--- config.mk ---
export PLATFORM = sky130hd
export DESIGN_NAME = writeback_stage
export DESIGN_NICKNAME = d
export VERILOG_FILES = /design/src/logic/cpu_pkg.sv /design/src/logic/writeback_stage.sv
export SDC_FILE = /design/constraint.sdc
export NUM_CORES = 1
export LEC_CHECK = 0
export ABC_AREA = 1
export BUFFER_PORTS_ARGS = -buffer_cell sky130_fd_sc_hd__buf_4
export CAP_MARGIN = 40
export CORE_ASPECT_RATIO = 1.4
export CORE_MARGIN = 1.5
export CORE_UTILIZATION = 30
export DETAILED_ROUTE_END_ITERATION = 6
export PLACE_DENSITY = 0.52
export SLEW_MARGIN = 15
export SYNTH_ARGS = -nofsm -noshare
export SYNTH_HDL_FRONTEND = slang
export SYNTH_SLANG_ARGS = --single-unit
--- constraint.sdc ---
create_clock -name clk -period 6.9 [get_ports clk]
set_clock_uncertainty 0.05 [all_clocks]
set_input_delay 1.725 -clock clk [delete_from_list [all_inputs] [get_ports clk]]
set_output_delay 1.725 -clock clk [all_outputs]
set_load 0.1 [all_outputs]
--- src/logic/cpu_pkg.sv ---
package cpu_pkg;

    localparam int XLEN       = 64;
    localparam int INST_W     = 32;
    localparam int REG_ADDR_W = 5;

    localparam logic [XLEN-1:0] RESET_PC = '0;

    typedef enum logic [6:0] {
        OPC_OP     = 7'b0110011,
        OPC_OP_IMM = 7'b0010011,
        OPC_LOAD   = 7'b0000011,
        OPC_STORE  = 7'b0100011,
        OPC_BRANCH = 7'b1100011,
        OPC_JAL    = 7'b1101111,
        OPC_JALR   = 7'b1100111,
        OPC_LUI    = 7'b0110111
    } opcode_e;

    typedef enum logic [3:0] {
        ALU_ADD,
        ALU_SUB,
        ALU_AND,
        ALU_OR,
        ALU_XOR,
        ALU_SLT,
        ALU_SLL,
        ALU_SRL
    } alu_op_e;

    typedef enum logic [1:0] {
        WB_ALU,
        WB_IMM,
        WB_PC4,
        WB_MEM
    } wb_sel_e;

    typedef enum logic [1:0] {
        FWD_REG,
        FWD_EX_MEM,
        FWD_WB
    } fwd_sel_e;

    typedef struct packed {
        logic        reg_write;
        logic        mem_read;
        logic        mem_write;
        logic        branch;
        logic        jal;
        logic        jalr;
        logic        alu_src_imm;
        alu_op_e     alu_op;
        wb_sel_e     wb_sel;
        logic [2:0]  funct3;   // branch condition
    } ctrl_t;

    typedef struct packed {
        logic                  valid;
        ctrl_t                 ctrl;
        logic [XLEN-1:0]       pc;
        logic [REG_ADDR_W-1:0] rs1;
        logic [REG_ADDR_W-1:0] rs2;
        logic [REG_ADDR_W-1:0] rd;
        logic [XLEN-1:0]       rs1_data;
        logic [XLEN-1:0]       rs2_data;
        logic [XLEN-1:0]       imm;
    } id_ex_t;

    typedef struct packed {
        logic                  valid;
        logic                  reg_write;
        logic                  mem_read;
        logic                  mem_write;
        wb_sel_e               wb_sel;
        logic [REG_ADDR_W-1:0] rd;
        logic [XLEN-1:0]       result;     // also the data memory address
        logic [XLEN-1:0]       store_data;
        logic [XLEN-1:0]       pc;
        logic [XLEN-1:0]       imm;
    } ex_mem_t;

    typedef struct packed {
        logic                  valid;
        logic                  reg_write;
        wb_sel_e               wb_sel;
        logic [REG_ADDR_W-1:0] rd;
        logic [XLEN-1:0]       result;
        logic [XLEN-1:0]       load_data;
        logic [XLEN-1:0]       pc;
        logic [XLEN-1:0]       imm;
    } mem_wb_t;

endpackage

--- src/logic/writeback_stage.sv ---
`timescale 1ns/10ps

module writeback_stage (
    input  logic                            clk,
    input  logic                            rst_n,
    input  cpu_pkg::ex_mem_t                ex_mem,
    input  logic [cpu_pkg::XLEN-1:0]        data_in,
    output logic                            reg_we,
    output logic [cpu_pkg::REG_ADDR_W-1:0]  reg_waddr,
    output logic [cpu_pkg::XLEN-1:0]        wb_data
);

    cpu_pkg::mem_wb_t mem_wb;

    always_ff @(posedge clk) begin
        if (!rst_n) begin
            mem_wb.valid <= 1'b0;
        end else begin
            mem_wb.valid     <= ex_mem.valid;
            mem_wb.reg_write <= ex_mem.reg_write;
            mem_wb.wb_sel    <= ex_mem.wb_sel;
            mem_wb.rd        <= ex_mem.rd;
            mem_wb.result    <= ex_mem.result;
            mem_wb.pc        <= ex_mem.pc;
            mem_wb.imm       <= ex_mem.imm;
            if (ex_mem.valid && ex_mem.mem_read) begin
                mem_wb.load_data <= data_in;   // only loads sample the bus
            end
        end
    end

    assign reg_we    = mem_wb.valid & mem_wb.reg_write;
    assign reg_waddr = mem_wb.rd;

    always_comb begin
        case (mem_wb.wb_sel)
            cpu_pkg::WB_IMM: wb_data = mem_wb.imm;
            cpu_pkg::WB_PC4: wb_data = mem_wb.pc + 64'd4;
            cpu_pkg::WB_MEM: wb_data = mem_wb.load_data;
            default:         wb_data = mem_wb.result;
        endcase
    end

endmodule

Word level (Yosys, flattened, before mapping):

Index checks and enable logic that the tools add are counted.

* flip-flop bits (word level): 265
* bits of input ports: 333
* output and inout bits: 70
* word-level logic and storage cells: 16

* $add $sub $neg: 1
* equality and inequality tests: 3
* mux-type cells: 1
* bitwise gates (word level): 1
* reduce and logical (&&, ||, !) cells: 2

Operators by type and width (count)
* one-hot mux 64 bit (3 select lines): 1
* adder 64 x 3 -> 64 bit, second input constant: 1
* equality test 2 bit, second input constant: 2
* equality test 2 x 1 -> 1 bit, second input constant: 1
* AND reduction 2 bit: 1
* bitwise AND 1 bit: 1
* logical AND 1 bit: 1

Depth between registers and ports, before layout:

* depth in word-level cells: 2
* mapped depth: 11
* mapped depth without buffers: 11

Least setup slack after synthesis:

Ideal clock, no wire load.

* path kind: input to register
* start: input rst_n
* end: register mem_wb[128] (netlist bit) (enable)
* setup time: 0.487 ns
* arrival: 4.474 ns
* data required time: 6.363 ns
* path slack: 1.889 ns
* cell stages on the path: 2
* path buffers: 0
* cell sequence: nand2_1 -> nor2_1

* word-level cells in the longest chain between the ends: 1

Ends and longest elaborated chain
* from (decl): RTL line writeback_stage.sv:5 `input logic rst_n,`
* AND reduction 2 bit (no source line)
* to (decl): RTL line writeback_stage.sv:13 `cpu_pkg::mem_wb_t mem_wb;`

Every way passes these cells.
A chain may end at the register's enable or synchronous reset.

Worst setup path in the final report:

* start: register mem_wb[261] (netlist bit)
* end: output wb_data[39] (netlist bit)

* word-level cells in the longest chain between the ends: 2
* elaborated cells on any way between the ends: 4
* those cells by class: 3 x eq/ne; 1 x mux

Ends and longest elaborated chain
* equality test 2 bit or equality test 2 x 1 -> 1 bit (tied branches): RTL line writeback_stage.sv:36 `case (mem_wb.wb_sel)`
* one-hot mux 64 bit (3 select lines) (*): RTL line writeback_stage.sv:36
* to (decl): RTL line writeback_stage.sv:10 `output logic [cpu_pkg::XLEN-1:0] wb_data`

Every way passes the cells marked *; elsewhere a longest branch is shown, timed or not.

==> impl_metrics.csv <==
group,metric,value,unit
status,status,"complete, no violations",
detailed_routing,drc,0,
logic_synthesis,synth.top_cells.by_count,"nand2_1 (337), edfxtp_1 (264), nor2_1 (124)",
logic_synthesis,ys.flop_type,"edfxtp_1",
cts,clockRootBuffer,"clkbuf_16",
placement,dp_hpwl,28900,µm
die,die_area,0.0399,mm²
die,die_w,169,µm
logic_synthesis,ys_seq_elements,265,
cts,cts_num_sinks,265,
die,rows,85,
power_and_ir_drop,power.density,286,mW/mm²
placement,post-place-ws,2540,ps
setup_path,path_max_fanout,27,
die,die_h,236,µm
logic_synthesis,yosysUniqueCellTypes,33,
logic_synthesis,synth_area_leaders,"edfxtp_1 (68%), nand2_1 (11%), nor2_1 (4.0%), nand3_1 (2.8%), nand4_1 (2.6%)",
setup_path,endpoint_kind,"output pin",
finish,fillers,3742,
grt,grt_pass1_wl,55300,µm
setup_path,crit_type,"register to output pin",
sta,timing.final.ws_setup,1970,ps
cts,postCtsHoldBufs,0,
placement,routabilityCongestion,0.886,
cts,postCtsResizedCells,0,
logic_synthesis,ys_seq_area_share,68.4,%
placement,io_buffer_count,337,
cts,cts_buffers,28,
sta,maxSlewViolCount,0,
sta,period_share,71.5,%
cts,clk_path_buf_depth,3,
sta,finalHoldViolations,0,
logic_synthesis,synth_edf_count,264,
sta,finalHoldWorstSlack,1290,ps
detailed_routing,drt-total-wl,38100,µm
cts,cts_tree,"yes",
cts,h-tree-depth,1,
detailed_routing,dr_total_vias,8883,
die,initial_core_util,30.3,%
detailed_routing,vias_per_cell,4.67,
sta,rsz0062_at_grt,"no",
run,drv_cap,0,
grt,track_usage,18.9,%
grt,grt-ovfl-total,0,
grt,first_global_vias,9018,
logic_synthesis,yosys_warnings,0,
detailed_routing,avgRoutedWirePerCell,20.0,µm
finish,drive_gt1_share,30.2,%
finish,fin_nets,1737,
logic_synthesis,syn_area_per_cell,11.0,µm²
die,io_pins,403,
logic_synthesis,yosys.cell_count.top_type,"nand2_1",
logic_synthesis,yosysTopAreaCell,"edfxtp_1",
logic_synthesis,netlist_area,0.0116,mm²
finish,area_delta_synth_final,35.5,%
power_and_ir_drop,leakagePower,6.26,nW
logic_synthesis,syn_inst,1059,
sta,worst_slew_pin_slew,833,ps
detailed_routing,ant_nets,0,
logic_synthesis,synth.top_cell.area_share,68.2,%
grt,antenna_found_initial,1,
die,core,0.0383,mm²
worst_hold_path,hp-class,"primary input to register",
logic_synthesis,async_flop_share,0,%
setup_path,arrival,3160,ps
sta,fin_tns_setup,0,ps
sta,fin_crit,4930,ps
detailed_routing,drt_first_iter_violations,502,
detailed_routing,drt-pass1-iter-count,5,
setup_path,worst_setup_path_start_kind,"register",
power_and_ir_drop,peakVddDrop,0.204,mV
logic_synthesis,synth_fp_nets,1393,
sta,relSlewSlack,43.9,%
cts,postCtsSetupBuffers,0,
grt,grt_max_degree,141,
sta,report.final.setup_viol,0,
cts,clk_pin_slew_worst_paths,70,ps
sta,fmax,0.203,GHz
setup_path,required,5120,ps
layout make-up:
class,count,area [µm²],share of cell area (%)
inverter,64,240,1.53
sequential,265,7950,50.5
antenna,1,2.50,0.0159
timing repair buffer,345,2650,16.9
multi-input combinational,699,3310,21.0
tap,478,598,3.80
clock inverter,15,200,1.27
clock buffer,37,786,4.99
routing by layer:
layer | up-vias | track usage [%] | wire (µm)
met5 | - | 0 | 0
met4 | 0 | 7.59 | 1500
met3 | 65 | 4.14 | 2260
met2 | 265 | 34.4 | 19900
met1 | 4191 | 21.1 | 14500
li1 | 4362 | - | -
through the flow:
step | cells | power, W | util, % | cell area [µm²]
after floorplan | 1059 | 0.00259 | - | 11600
after global placement | 1848 | 0.00291 | 38.4 | 14700
after detailed placement | 1851 | 0.00292 | 38.5 | 14800
after CTS | 1903 | 0.00455 | 41.1 | 15700
after global routing | 1904 | 0.00466 | 41.1 | 15700
final | 1904 | 0.00450 | 41.1 | 15700
logic make-up (layout without fill, tap and decap cells):
| family | Yosys count | after routing | synth area share [%] |
|---|---|---|---|
| DFF | 265 | 265 | 68.4 |
| adders and majority gates | 1 | 1 | 0.108 |
| AOI/OAI and AO/OA | 74 | 74 | 4.24 |
| and+or+nand+nor | 615 | 615 | 23.2 |
| buffers and inverters | 95 | 461 | 3.26 |
| other | 0 | 1 | 0 |
| xor gates and xnor gates | 9 | 9 | 0.743 |
power breakdown:
group	internal, W	switching, W	total (W)
combinational	0.000243	0.000677	0.000920
sequential	0.00190	0.0000618	0.00196
clock	0.000984	0.000632	0.00162
registers in the layout (all words and copies together), names as in the netlist:
signal     cells
mem_wb       260
reg_waddr      5
critical path: stages, from the launching register on:
cell      delay, ps
edfxtp_1        460
inv_1           160
nand2_1         370
inv_2           600
buf_16          250
nand3_1         250
nand4_1         170
buf_4           300
final timing paths:
path | startpoint | to | slack (ps) | cells past startpoint
max | mem_wb[261]$_DFFE_PP_ | wb_data[39] | 1970 | 7
min | ex_mem[262] | mem_wb[262]$_DFFE_PP_ | 1290 | 1
layout by cell type, fill, tap and decap left out, drive strengths merged, types with 3 or more instances in the layout:
cell type  netlist  layout
nand2          352     352
or2              3       3
o21bai          17      17
edfxtp         264     264
bufinv           0       5
nor2           143     143
nand4           49      49
a221oi          16      16
clkbuf          21      38
xnor2            8       8
a21oi           22      22
o2111ai          4       4
nand3           64      64
o21ai           13      13
inv             60      62
nor3             3       3
buf             10     344
clkinv           4      11
Power figures use the tool's default switching activity.
