==> src/logic/cpu_pkg.sv <==
package cpu_pkg;

    localparam int XLEN       = 64;
    localparam int INST_W     = 32;
    localparam int REG_ADDR_W = 5;

    localparam logic [XLEN-1:0] RESET_PC = '0;

    typedef enum logic [6:0] {
        OPC_OP     = 7'b0110011,
        OPC_OP_IMM = 7'b0010011,
        OPC_LOAD   = 7'b0000011,
        OPC_STORE  = 7'b0100011,
        OPC_BRANCH = 7'b1100011,
        OPC_JAL    = 7'b1101111,
        OPC_JALR   = 7'b1100111,
        OPC_LUI    = 7'b0110111
    } opcode_e;

    typedef enum logic [3:0] {
        ALU_ADD,
        ALU_SUB,
        ALU_AND,
        ALU_OR,
        ALU_XOR,
        ALU_SLT,
        ALU_SLL,
        ALU_SRL
    } alu_op_e;

    typedef enum logic [1:0] {
        WB_ALU,
        WB_IMM,
        WB_PC4,
        WB_MEM
    } wb_sel_e;

    typedef enum logic [1:0] {
        FWD_REG,
        FWD_EX_MEM,
        FWD_WB
    } fwd_sel_e;

    typedef struct packed {
        logic        reg_write;
        logic        mem_read;
        logic        mem_write;
        logic        branch;
        logic        jal;
        logic        jalr;
        logic        alu_src_imm;
        alu_op_e     alu_op;
        wb_sel_e     wb_sel;
        logic [2:0]  funct3;   // branch condition
    } ctrl_t;

    typedef struct packed {
        logic                  valid;
        ctrl_t                 ctrl;
        logic [XLEN-1:0]       pc;
        logic [REG_ADDR_W-1:0] rs1;
        logic [REG_ADDR_W-1:0] rs2;
        logic [REG_ADDR_W-1:0] rd;
        logic [XLEN-1:0]       rs1_data;
        logic [XLEN-1:0]       rs2_data;
        logic [XLEN-1:0]       imm;
    } id_ex_t;

    typedef struct packed {
        logic                  valid;
        logic                  reg_write;
        logic                  mem_read;
        logic                  mem_write;
        wb_sel_e               wb_sel;
        logic [REG_ADDR_W-1:0] rd;
        logic [XLEN-1:0]       result;     // also the data memory address
        logic [XLEN-1:0]       store_data;
        logic [XLEN-1:0]       pc;
        logic [XLEN-1:0]       imm;
    } ex_mem_t;

    typedef struct packed {
        logic                  valid;
        logic                  reg_write;
        wb_sel_e               wb_sel;
        logic [REG_ADDR_W-1:0] rd;
        logic [XLEN-1:0]       result;
        logic [XLEN-1:0]       load_data;
        logic [XLEN-1:0]       pc;
        logic [XLEN-1:0]       imm;
    } mem_wb_t;

endpackage

==> src/logic/hazard_unit.sv <==
`timescale 1ns/10ps

module hazard_unit (
    input  logic [cpu_pkg::REG_ADDR_W-1:0]  id_ex_rs1,
    input  logic [cpu_pkg::REG_ADDR_W-1:0]  id_ex_rs2,
    input  logic                            id_ex_mem_read,
    input  logic [cpu_pkg::REG_ADDR_W-1:0]  id_ex_rd,
    input  logic [cpu_pkg::REG_ADDR_W-1:0]  if_id_rs1,
    input  logic [cpu_pkg::REG_ADDR_W-1:0]  if_id_rs2,
    input  logic                            ex_mem_reg_write,
    input  logic [cpu_pkg::REG_ADDR_W-1:0]  ex_mem_rd,
    input  logic                            mem_wb_reg_write,
    input  logic [cpu_pkg::REG_ADDR_W-1:0]  mem_wb_rd,
    output cpu_pkg::fwd_sel_e               fwd_a,
    output cpu_pkg::fwd_sel_e               fwd_b,
    output logic                            stall
);

    logic ex_fwd_ok;
    logic wb_fwd_ok;

    assign ex_fwd_ok = ex_mem_reg_write && (ex_mem_rd != '0);
    assign wb_fwd_ok = mem_wb_reg_write && (mem_wb_rd != '0);

    // the younger result in ex/mem wins
    assign fwd_a = (ex_fwd_ok && ex_mem_rd == id_ex_rs1) ? cpu_pkg::FWD_EX_MEM :
                   (wb_fwd_ok && mem_wb_rd == id_ex_rs1) ? cpu_pkg::FWD_WB : cpu_pkg::FWD_REG;
    assign fwd_b = (ex_fwd_ok && ex_mem_rd == id_ex_rs2) ? cpu_pkg::FWD_EX_MEM :
                   (wb_fwd_ok && mem_wb_rd == id_ex_rs2) ? cpu_pkg::FWD_WB : cpu_pkg::FWD_REG;

    assign stall = id_ex_mem_read && (id_ex_rd != '0) &&
                   (id_ex_rd == if_id_rs1 || id_ex_rd == if_id_rs2);   // load-use

endmodule

==> config.mk <==
export PLATFORM = sky130hd
export DESIGN_NAME = hazard_unit
export DESIGN_NICKNAME = d
export VERILOG_FILES = /design/src/logic/cpu_pkg.sv /design/src/logic/hazard_unit.sv
export SDC_FILE = /design/constraint.sdc
export NUM_CORES = 1
export LEC_CHECK = 0
export BUFFER_PORTS_ARGS = -buffer_cell sky130_fd_sc_hd__buf_2
export CORE_AREA = 3 3 40 42
export DETAILED_ROUTE_END_ITERATION = 10
export DIE_AREA = 0 0 43 45
export GPL_TIMING_DRIVEN = 0
export PLACE_DENSITY = 0.72
export SLEW_MARGIN = 20
export SYNTH_ARGS = -nofsm -noshare
export SYNTH_HDL_FRONTEND = slang
export SYNTH_SLANG_ARGS = --single-unit
==> constraint.sdc <==
create_clock -name vclk -period 3.45
set_input_delay 0.8625 -clock vclk [all_inputs]
set_output_delay 0.8625 -clock vclk [all_outputs]
set_load 0.005 [all_outputs]
* Word-level counts from Yosys, hierarchy flattened
Cells that the tools add are included.
Widths: inputs -> output; s select.
** Storage, ports and cells
- Register bits :: 0
- Output and inout port bits :: 5
- Word-level logic and storage cells :: 22
** Cells by class
- Equality and inequality tests :: 6
- Muxes and demuxes :: 4
- Reductions and logical operators :: 12
** Operator list (count)
- $eq 5x5->1 :: 6
- $reduce_bool 5->1 :: 3
- $logic_and 1x1->1 :: 8
- $mux 2 :: 4
- $logic_or 1x1->1 :: 1

* Depth between registers and ports, before layout
- Word-level depth :: 5
- Gate-level depth with buffers :: 4
- Gate-level depth less buffers :: 4

* Worst setup path after synthesis
No wires, ideal clock.
- Kind :: input to output
- Start :: in ex_mem_rd[1] (netlist name)
- End :: out fwd_a[1]
- Arrival :: 1.903 ns
- Setup slack :: 0.685 ns
- Cell stages on the path :: 4
- Path buffers :: 0
- Cell sequence :: or4_1 -> o21ai_2 -> nor4_1 -> nor4_2
** Between the ends
- Word-level cells in the longest chain between the ends :: 4
- Elaborated cells between the ends (all ways) :: 5
** Ends and longest elaborated chain
- start: declaration :: RTL line hazard_unit.sv:11 : input logic [cpu_pkg::REG_ADDR_W-1:0] ex_mem_rd,
- $reduce_bool 5->1 :: RTL line hazard_unit.sv:22 : assign ex_fwd_ok = ex_mem_reg_write && (ex_mem_rd != '0);
- $logic_and 1x1->1 :: RTL line hazard_unit.sv:22
- $logic_and 1x1->1 (*) :: RTL line hazard_unit.sv:26 : assign fwd_a = (ex_fwd_ok && ex_mem_rd == id_ex_rs1) ? cpu_pkg::FWD_EX_MEM :
- $mux 2 (*) :: RTL line hazard_unit.sv:26
- end: declaration :: RTL line hazard_unit.sv:14 : output cpu_pkg::fwd_sel_e fwd_a,
Mark *: on every way between the ends. The rest lies on a longest branch, timed or not.

* Worst setup path in the final report
- Start :: in ex_mem_rd[1] (netlist name)
- End :: out fwd_b[1]
** Between the ends
- Word-level cells in the longest chain between the ends :: 4
- Elaborated cells between the ends (all ways) :: 5
** Ends and longest elaborated chain
- $reduce_bool 5->1 :: RTL line hazard_unit.sv:22
- $logic_and 1x1->1 :: RTL line hazard_unit.sv:22
- $logic_and 1x1->1 (*) :: RTL line hazard_unit.sv:28 : assign fwd_b = (ex_fwd_ok && ex_mem_rd == id_ex_rs2) ? cpu_pkg::FWD_EX_MEM :
- $mux 2 (*) :: RTL line hazard_unit.sv:28
- end: declaration :: RTL line hazard_unit.sv:15 : output cpu_pkg::fwd_sel_e fwd_b,
Marks and branches as above.

==> PnR_summary.wiki <==
{| class="wikitable"
! Metric !! Value
|-
| Run status || complete, no violations
|-
| Sequential cells || 0
|-
| DRC viols || 0
|-
| Per-cell via count in the routed design || 4.64
|-
| WHS Path Cells || 4
|-
| Placeable core area || 1280 um2
|-
| Filler Cells Inserted || approximately 130
|-
| Final critical path time including I/O delays and setup || 3030 ps
|-
| Clock share of power || 0%
|-
| Post-detailed-route wirelength per cell || 11.7 um
|-
| Pin count of the biggest net entering global routing || 4
|-
| Starting density of the core || 30.5%
|-
| Global-route wire length before repair || 2060 um
|-
| Internal Pwr Total || 0.0368 mW
|-
| Min setup slack post-route || 420 ps
|-
| Setup repair after global routing missed its margin || no
|-
| Kind of path behind the tightest hold check || in2out
|-
| Register Area || 0 um2
|-
| Arrival time of the worst setup path || 2170 ps
|-
| Critical Path End Type || primary output
|-
| Fraction of layout cells with a size suffix above 1 || 50.0%
|-
| Number of violations reported at the end of detailed-routing iteration 0 || 4
|-
| Overall die height || 45 um
|-
| Worst Hold Endpoint || stall
|-
| Switch share || between 40 and 50%
|-
| Antenna violations before repair || 0
|-
| Global route total overflow || 0
|-
| Comb power frac || 100.0%
|-
| Final HPWL DP || ~1200 um
|-
| Number of setup violations in the final report || 0
|-
| Seq/Total Area, Yosys || 0%
|-
| Total length of routed wires || 1260 um
|-
| Max Fanout on Critical Path || 3
|-
| Cell count after synthesis || 49
|-
| Count of instances resized after the clock tree is built || 0
|-
| Synth cell types || 11
|-
| Post-Place Cell Area || roughly 630 um2
|-
| Post-cts hold buffer count || 0
|-
| GRT Resource Usage Total || 13.1%
|-
| Post-synthesis net count || between 80 and 90
|-
| Overall power of the completed layout || 0.0690 mW
|-
| # clk buffers || 0
|-
| Relative contribution of sequential cells to total power || 0%
|-
| Peak VDD IR || 0.0000334 V
|-
| Area used by multi-input combinational logic || just under 400 um2
|-
| Vias in the first global route || between 400 and 500
|-
| Number of nets in the layout || 132
|-
| Placement-stage worst setup slack || ~410 ps
|-
| Max-capacitance violation count || 0
|-
| Fin. Hold Viols || 0
|-
| Slew at the pin with the worst max-slew slack || 415 ps
|-
| Die X || about 43 um
|-
| Area of the die || 1940 um2
|-
| Total Negative Setup Slacks || 0 ps
|-
| Average cell area after synthesis || 7.99 um2
|-
| Relative area change from synthesis to final layout || 59.7%
|-
| Worst rel slew slack || between 70 and 80%
|-
| Final Cycle Share || slightly below 90%
|-
| Netlist Area Pre-Place || 392 um2
|-
| Slew Viols, Final || 0
|-
| IO Count || 43
|-
| Number of diodes || 0
|-
| Reported leakage power || 0.301 nW
|-
| WP data required || between 2000 and 3000 ps
|-
| Post-route antenna net violation count || 0
|-
| Initial DRT Pass Iterations || 4
|-
| Routability-driven placement congestion ratio || approximately 0.75
|-
| Fmax || 0.330 GHz
|-
| Total power density per cell area || between 100 and 150 nW/um2
|-
| Number of placement rows || 13
|-
| YS warnings || 0
|-
| Category of the most critical setup path || in2out
|-
| Buffers on Ports || 43
|-
| Count of buffers added by post-CTS timing repair for setup || 0
|-
| Critical Path Start Type || primary input
|-
| Total number of vias || between 400 and 500
|-
| Critical Path Start || ex_mem_rd[1]
|-
| Power dissipated by switching net loads || around 0.032 mW
|-
| Hold Startpoint || id_ex_mem_read
|-
| Final instance area || around 630 um2
|}
## critical path, stage by stage
cell and delay (ps):
buf_2 120, or4_1 550, o21ai_2 150, nor4_1 90, nor4_2 240, buf_2 140
## cell usage in the layout (no fill, tap or decap)
cell	n
xor2_1	20
or4_1	5
o21ai_2	1
o21ai_1	1
a21oi_1	1
o21ai_0	1
nand3_1	4
xnor2_1	10
nor4_1	2
buf_2	43
nor3_1	2
nor4_2	2
## power by group through the flow
stage	sequential, mW	clock, mW	combinational, mW
after CTS	0	0	0.0695
after detailed placement	0	0	0.0694
after global routing	0	0	0.0768
after floorplan	0	0	0.0315
final	0	0	0.0690
after global placement	0	0	0.0675
## layer usage
metal / GRT usage (%) / vias up / share of wire, %
met4: 0 / 0 / 0
met2: 26.9 / 9 / 58
met3: 0.398 / 0 / 3.4
met1: 16.0 / 224 / 39
li1: - / 263 / -
met5: 0 / - / 0
## cell families after synthesis
kind of cell    count (synthesis)  share of synthesized area [%]
xor+xnor                       30                           67.1
simple gates                   15                           26.8
compound gates                  4                           6.07
## how the worst max path moves through the flow
stage,to,depth (start not counted),slack [ps]
2_1_floorplan,fwd_a[1],4,680
3_3_place_gp,fwd_a[1],6,400
3_5_place_dp,fwd_b[1],6,410
4_1_cts,fwd_b[1],6,410
5_1_grt,fwd_b[1],6,340
6_report,fwd_b[1],6,420
## area by class of cell
cell class	count	area share (%)
well taps	15	3.00
repair buffers	43	34.4
multi-input cells	49	62.6
## Yosys cell counts (all sizes together)
library cell	number	area, um2
nand3	4	20.0
xor2	20	175
or4	5	37.5
xnor2	10	87.6
nor4	4	37.5
o21ai	3	18.8
a21oi	1	5.00
nor3	2	10.0
## stage by stage
step | util (%) | cells | hold slack (ps)
floorplan | - | 49 | 1820
global placement | 48.7 | 107 | 2040
detailed placement | 48.7 | 107 | 2040
CTS | 48.7 | 107 | 2040
global route | 48.7 | 107 | 2070
finish | 48.7 | 107 | 2030
(Power assumes the default switching activity.)
