### src/logic/cpu_pkg.sv
package cpu_pkg;

    localparam int XLEN       = 64;
    localparam int INST_W     = 32;
    localparam int REG_ADDR_W = 5;

    localparam logic [XLEN-1:0] RESET_PC = '0;

    typedef enum logic [6:0] {
        OPC_OP     = 7'b0110011,
        OPC_OP_IMM = 7'b0010011,
        OPC_LOAD   = 7'b0000011,
        OPC_STORE  = 7'b0100011,
        OPC_BRANCH = 7'b1100011,
        OPC_JAL    = 7'b1101111,
        OPC_JALR   = 7'b1100111,
        OPC_LUI    = 7'b0110111
    } opcode_e;

    typedef enum logic [3:0] {
        ALU_ADD,
        ALU_SUB,
        ALU_AND,
        ALU_OR,
        ALU_XOR,
        ALU_SLT,
        ALU_SLL,
        ALU_SRL
    } alu_op_e;

    typedef enum logic [1:0] {
        WB_ALU,
        WB_IMM,
        WB_PC4,
        WB_MEM
    } wb_sel_e;

    typedef enum logic [1:0] {
        FWD_REG,
        FWD_EX_MEM,
        FWD_WB
    } fwd_sel_e;

    typedef struct packed {
        logic        reg_write;
        logic        mem_read;
        logic        mem_write;
        logic        branch;
        logic        jal;
        logic        jalr;
        logic        alu_src_imm;
        alu_op_e     alu_op;
        wb_sel_e     wb_sel;
        logic [2:0]  funct3;   // branch condition
    } ctrl_t;

    typedef struct packed {
        logic                  valid;
        ctrl_t                 ctrl;
        logic [XLEN-1:0]       pc;
        logic [REG_ADDR_W-1:0] rs1;
        logic [REG_ADDR_W-1:0] rs2;
        logic [REG_ADDR_W-1:0] rd;
        logic [XLEN-1:0]       rs1_data;
        logic [XLEN-1:0]       rs2_data;
        logic [XLEN-1:0]       imm;
    } id_ex_t;

    typedef struct packed {
        logic                  valid;
        logic                  reg_write;
        logic                  mem_read;
        logic                  mem_write;
        wb_sel_e               wb_sel;
        logic [REG_ADDR_W-1:0] rd;
        logic [XLEN-1:0]       result;     // also the data memory address
        logic [XLEN-1:0]       store_data;
        logic [XLEN-1:0]       pc;
        logic [XLEN-1:0]       imm;
    } ex_mem_t;

    typedef struct packed {
        logic                  valid;
        logic                  reg_write;
        wb_sel_e               wb_sel;
        logic [REG_ADDR_W-1:0] rd;
        logic [XLEN-1:0]       result;
        logic [XLEN-1:0]       load_data;
        logic [XLEN-1:0]       pc;
        logic [XLEN-1:0]       imm;
    } mem_wb_t;

endpackage

### src/logic/decode_stage.sv
`timescale 1ns/10ps

module decode_stage (
    input  logic                            clk,
    input  logic                            rst_n,
    input  logic                            stall,
    input  logic                            redirect,
    input  logic [cpu_pkg::INST_W-1:0]      if_id_inst,
    input  logic [cpu_pkg::XLEN-1:0]        if_id_pc,
    input  logic                            if_id_valid,
    input  logic [cpu_pkg::XLEN-1:0]        rs1_data,
    input  logic [cpu_pkg::XLEN-1:0]        rs2_data,
    output logic [cpu_pkg::REG_ADDR_W-1:0]  rs1_addr,
    output logic [cpu_pkg::REG_ADDR_W-1:0]  rs2_addr,
    output cpu_pkg::id_ex_t                 id_ex
);

    logic [6:0]        opcode;
    logic [2:0]        funct3;
    logic [6:0]        funct7;
    logic              is_op;
    logic              alu_ok;
    cpu_pkg::alu_op_e  alu_op;
    cpu_pkg::ctrl_t    ctrl;
    cpu_pkg::id_ex_t   id_ex_d;
    logic [cpu_pkg::XLEN-1:0] imm;

    assign opcode   = if_id_inst[6:0];
    assign funct3   = if_id_inst[14:12];
    assign funct7   = if_id_inst[31:25];
    assign rs1_addr = if_id_inst[19:15];
    assign rs2_addr = if_id_inst[24:20];
    assign is_op    = (opcode == cpu_pkg::OPC_OP);

    // shared by OP and OP_IMM; slt and shifts exist only in register form here
    always_comb begin
        alu_ok = 1'b1;
        alu_op = cpu_pkg::ALU_ADD;
        case (funct3)
            3'b000: alu_op = (is_op && funct7[5]) ? cpu_pkg::ALU_SUB : cpu_pkg::ALU_ADD;
            3'b111: alu_op = cpu_pkg::ALU_AND;
            3'b110: alu_op = cpu_pkg::ALU_OR;
            3'b100: alu_op = cpu_pkg::ALU_XOR;
            3'b010: alu_op = cpu_pkg::ALU_SLT;
            3'b001: alu_op = cpu_pkg::ALU_SLL;
            3'b101: alu_op = cpu_pkg::ALU_SRL;
            default: alu_ok = 1'b0;
        endcase
        if (!is_op && funct3 inside {3'b010, 3'b001, 3'b101}) begin
            alu_ok = 1'b0;
        end
        if (is_op && funct7 != 7'b0 && !(funct3 == 3'b000 && funct7 == 7'b0100000)) begin
            alu_ok = 1'b0;
        end
    end

    always_comb begin
        ctrl        = '0;   // anything unknown stays a nop
        ctrl.funct3 = funct3;
        case (opcode)
            cpu_pkg::OPC_OP: begin
                ctrl.reg_write = alu_ok;
                ctrl.alu_op    = alu_op;
            end
            cpu_pkg::OPC_OP_IMM: begin
                ctrl.reg_write   = alu_ok;
                ctrl.alu_src_imm = 1'b1;
                ctrl.alu_op      = alu_op;
            end
            cpu_pkg::OPC_LOAD: begin
                ctrl.reg_write   = (funct3 == 3'b011);   // ld only
                ctrl.mem_read    = (funct3 == 3'b011);
                ctrl.alu_src_imm = 1'b1;
                ctrl.wb_sel      = cpu_pkg::WB_MEM;
            end
            cpu_pkg::OPC_STORE: begin
                ctrl.mem_write   = (funct3 == 3'b011);   // sd only
                ctrl.alu_src_imm = 1'b1;
            end
            cpu_pkg::OPC_BRANCH: ctrl.branch = funct3 inside {3'b000, 3'b001, 3'b100, 3'b101};
            cpu_pkg::OPC_JAL: begin
                ctrl.reg_write = 1'b1;
                ctrl.jal       = 1'b1;
                ctrl.wb_sel    = cpu_pkg::WB_PC4;
            end
            cpu_pkg::OPC_JALR: begin
                ctrl.reg_write = (funct3 == 3'b000);
                ctrl.jalr      = (funct3 == 3'b000);
                ctrl.wb_sel    = cpu_pkg::WB_PC4;
            end
            cpu_pkg::OPC_LUI: begin
                ctrl.reg_write = 1'b1;
                ctrl.wb_sel    = cpu_pkg::WB_IMM;
            end
            default: ;
        endcase
    end

    always_comb begin
        case (opcode)
            cpu_pkg::OPC_STORE:  imm = {{52{if_id_inst[31]}}, if_id_inst[31:25], if_id_inst[11:7]};
            cpu_pkg::OPC_BRANCH: imm = {{51{if_id_inst[31]}}, if_id_inst[31], if_id_inst[7],
                                        if_id_inst[30:25], if_id_inst[11:8], 1'b0};
            cpu_pkg::OPC_JAL:    imm = {{43{if_id_inst[31]}}, if_id_inst[31], if_id_inst[19:12],
                                        if_id_inst[20], if_id_inst[30:21], 1'b0};
            cpu_pkg::OPC_LUI:    imm = {{32{if_id_inst[31]}}, if_id_inst[31:12], 12'b0};
            default:             imm = {{52{if_id_inst[31]}}, if_id_inst[31:20]};
        endcase
    end

    always_comb begin
        id_ex_d.valid    = if_id_valid && !stall && !redirect;   // bubble
        id_ex_d.ctrl     = ctrl;
        id_ex_d.pc       = if_id_pc;
        id_ex_d.rs1      = rs1_addr;
        id_ex_d.rs2      = rs2_addr;
        id_ex_d.rd       = if_id_inst[11:7];
        id_ex_d.rs1_data = rs1_data;
        id_ex_d.rs2_data = rs2_data;
        id_ex_d.imm      = imm;
    end

    always_ff @(posedge clk) begin
        if (!rst_n) begin
            id_ex.valid <= 1'b0;
        end else begin
            id_ex <= id_ex_d;
        end
    end

endmodule

### config.mk
export PLATFORM = sky130hd
export DESIGN_NAME = decode_stage
export DESIGN_NICKNAME = d
export VERILOG_FILES = /design/src/logic/cpu_pkg.sv /design/src/logic/decode_stage.sv
export SDC_FILE = /design/constraint.sdc
export NUM_CORES = 1
export LEC_CHECK = 0
export ABC_CLOCK_PERIOD_IN_PS = 1980
export BUFFER_PORTS_ARGS = -buffer_cell sky130_fd_sc_hd__clkbuf_2
export CORE_AREA = 2 2 203 205
export CTS_CLUSTER_DIAMETER = 100
export DETAILED_ROUTE_END_ITERATION = 8
export DIE_AREA = 0 0 205 207
export PLACE_DENSITY = 0.48
export SYNTH_ARGS = -nofsm -noshare
export SYNTH_HDL_FRONTEND = slang
export SYNTH_SLANG_ARGS = --single-unit
### constraint.sdc
create_clock -name clk -period 1.98 [get_ports clk]
set_clock_uncertainty 0.1 [all_clocks]
set_input_delay 0.396 -clock clk [delete_from_list [all_inputs] [get_ports clk]]
set_output_delay 0.396 -clock clk [all_outputs]
set_load 0.02 [all_outputs]
* Word level (Yosys, flattened, before mapping) *
Cells that the tools add are included.

storage, ports and cells
  bits in registers = 256
  input port bits = 229
  logic and storage cells = 64

cells by class
  equality and inequality tests = 16
  muxes and demuxes = 10
  reductions and logical operators = 20

operator list
  kind                number
  $pmux 31 s4         1
  $eq 7x6->1 const B  4
  $eq 7x7->1 const B  3
  $pmux 3 s7          1
  $eq 3x3->1 const B  4
  $eq 7x2->1 const B  1
  $eq 7x5->1 const B  1
  $logic_and 1x1->1   7
  $reduce_bool 7->1   1
  $reduce_or 7->1     1
  $eq 3x2->1 const B  2
  $mux 1              6
  $pmux 2 s3          1
  $reduce_or 2->1     3
  $logic_not 1->1     4
  $pmux 1 s4          1
  $reduce_bool 4->1   1
  $eq 3x1->1 const B  1
  $logic_not 3->1     1
  $reduce_bool 3->1   1
  $reduce_or 3->1     1

* Depth between registers and ports, before layout *
  word-level depth = 6
  mapped depth = 6
  gate-level depth less buffers = 4

* Worst setup path before layout *
Ideal clock, no wire load.

  path kind = input -> register
  from = in if_id_inst[5] (netlist bit)
  to = reg id_ex[20] (netlist bit), data pin
  setup time = 254 ps
  arrival = 1577 ps
  data required time = 1626 ps
  path slack = 49 ps
  cell stages on the path = 6
  cell sequence = clkbuf_1 > nand4_1 > nor2_2 > nor2b_2 > clkbuf_1 > a21o_1

RTL lines
  what                    line                 RTL
  start: declaration      decode_stage.sv:8    input logic [cpu_pkg::INST_W-1:0] if_id_inst,
  end signal: assignment  decode_stage.sv:127  id_ex <= id_ex_d;
  end: declaration        decode_stage.sv:15   output cpu_pkg::id_ex_t id_ex

* Final worst setup path *
  from = reg, netlist name id_ex[31]
  to = out id_ex[45] (netlist bit)

No word-level cell between the ends.

==> metrics.yaml <==
run_status:
  status: "finished clean"
global_routing:
  grt_max_degree: 68
  grt_pass1_wl_mm: 40.03
  grt_usage_pct: 12.29
  first_global_vias: 6804
  antenna_found_initial: 1
  grt_overflow: 0
finish:
  final_cell_mix: "524 x clkbuf_2, 254 x edfxtp_1, 207 x dlygate4sd3_1, 29 x clkbuf_16, 23 x buf_4"
  layout.nets: 1361
  top_register: "id_ex"
  drive_gt1_share_pct: 52.08
  largestRegisters: "id_ex (255)"
  area_growth_pct: 72.91
  final_common_cell: "clkbuf_2"
  fill_cells: 3919
  post-route-cell-area_mm2: 0.01481
  largest_register_ff_count: 255
hold_path:
  holdCritStartpoint: "if_id_inst[22]"
  hold_path.class: "in -> reg"
  holdPathEnd: "id_ex[199]$_DFFE_PP_"
  holdPathStages: 1
synthesis:
  synthAdderAreaFrac_pct: 0
  synth_seq_area_share_pct: 89.29
  yosysWarnings: 0
  synth-xor-area-share_pct: 0
  yosys.area_share.simple_pct: 3.141
  synth_top_area_share_pct: 89.06
  synth-edff-count: 254
  syn-instance-count: 390
  synth_top_family_by_area: "buffers and inverters"
  synthMuxAreaShare_pct: 0
  synth_fp_nets: 619
  synth-compound-area-share_pct: 3.287
  synth_area_leader_cell: "edfxtp_1"
  netlist_top_cells_area: "edfxtp_1 89%, buf_4 3.8%, a21o_1 1.7%, nor2b_1 0.51%, a22o_1 0.41%"
  ys.flop_type: "edfxtp_1"
  synth-seq-cells: 255
  avgSynthCellArea_um2: 21.96
  synth_cell_type_count: 35
  async_reset_ff_share_pct: 0
  netlist_area_mm2: 0.008564
power_and_ir_drop:
  total_power_mw: 13.64
  power.density_mw_per_mm2: 921.3
  peakVddDrop_uv: 538.9
  power_leakage_nw: 6.458
sta:
  fin_crit_ns: 1.808
  hold_viol: 0
  slew_headroom_pct: 65.67
  hold_ws_ns: 0.02369
  setup_tns_ns: 0
  period_share_pct: 91.30
  slew_viol_final: 0
  rsz0062_at_grt: "no"
  setup_viol: 0
  worst_slack_ns: 0.1723
  fmax_ghz: 0.5532
  worstMarginPinSlew_ns: 0.5127
floorplanning:
  die_width_um: 205
  dieArea_mm2: 0.04244
  die_h_um: 207
  start_util_pct: 21.22
  ioPinCount: 527
  placementRows: 74
  fp.coreArea_mm2: 0.04037
clocking:
  cts_buffers: 28
  cts_root_buf: "clkbuf_16"
  cts_tree: "done"
  path_clk_slew_ns: 0.06
  post_cts_buffers: 0
  cts_buffer_depth: 3
  cts_sinks: 255
  h-tree-depth: 1
placed_design:
  portBuffers: 525
  placement.cell_area_mm2: 0.01183
  dp_hpwl_mm: 19.63
  gp_congestion: 0.8091
  place_ws_ns: -0.1438
drt:
  drtIter0Drc: 353
  dr.pass1.iters: 4
  viasPerCell: 3.788
  dr_total_vias: 6383
  totalWireLength_mm: 27.40
  drc_errors: 0
  wl_per_cell_um: 16.26
  final_antenna_net_count: 0
setup_path:
  crit_path_start_kind: "flop"
  cp.arrival_ns: 1.31
  cp-end-kind: "output port"
  critPathMaxFanout: 33
  required_ns: 1.48
  critPathKind: "reg -> out"
run:
  drv_cap: 0
==> routing by layer <==
layer / vias to the layer above / global-route usage, % / wire length [um]
met3: 53 / 3.933 / 2570
met5: - / 0 / 0
li1: 2970 / - / -
met4: 0 / 4.391 / 824
met1: 3055 / 13.62 / 10180
met2: 305 / 21.91 / 13830
==> cells in the mapped netlist (all sizes together) (2+ instances only) <==
cell	n
nor3	2
a22o	4
o21ai	4
nor2b	9
nor2	7
a21o	19
a21oi	6
nand2	4
nand2b	4
buf	45
clkbuf	6
inv	2
or4	3
nand3b	4
or3b	2
edfxtp	254
==> timing repair <==
| item | in CTS | in global routing |
|---|---|---|
| hold buffers | 207 | 0 |
| endpoints found under the hold margin | 206 | 0 |
| resized for setup | 0 | 1 |
| setup endpoints to repair | 0 | 1 |
==> worst max-delay path by stage <==
stage                                   start                   end  depth (start not counted)
after floorplan                 if_id_inst[5]   id_ex[20]$_DFFE_PP_                          6
after global placement         if_id_inst[31]  id_ex[286]$_DFFE_PP_                          5
after detailed placement       if_id_inst[31]  id_ex[286]$_DFFE_PP_                          5
after CTS                 id_ex[31]$_DFFE_PP_             id_ex[34]                          2
after global routing      id_ex[31]$_DFFE_PP_             id_ex[45]                          2
final                     id_ex[31]$_DFFE_PP_             id_ex[45]                          2
==> area by class of cell <==
class | instances | area [um2] | area share [%]
inverters | 2 | 7.507 | 0.05069
clock inverters | 18 | 161.4 | 1.090
well taps | 532 | 665.6 | 4.495
repair buffers | 763 | 5034 | 33.99
multi-input cells | 82 | 554.3 | 3.743
clock buffers | 32 | 737.0 | 4.976
diodes | 1 | 2.502 | 0.01690
flip-flops and latches | 255 | 7647 | 51.64
==> cell families (layout without fill, tap and decap cells) <==
logic type / count (synthesis) / count (layout)
buf+inv: 53 / 815
other cells: 1 / 2
simple gates: 42 / 42
compound gates: 39 / 39
flops: 255 / 255
==> metrics by stage <==
| stage | instances | util [%] |
|---|---|---|
| 2_1_floorplan | 390 | - |
| 6_report | 1685 | 36.68 |
| 4_1_cts | 1684 | 36.67 |
| 5_1_grt | 1685 | 36.68 |
| 3_5_place_dp | 1427 | 29.31 |
| 3_3_place_gp | 1427 | 29.31 |
==> where the power goes <==
group	switching [mW]	internal, mW	leakage (nW)
clock network	2.11	3.04	0.440
registers	0.121	6.41	2.49
logic	1.16	0.809	3.53
==> critical path, cell delays in order (launching register included) <==
cell      delay (ns)
edfxtp_1        0.34
buf_6           0.21
clkbuf_2        0.21
No activity file was read; power rests on OpenSTA's default activity.
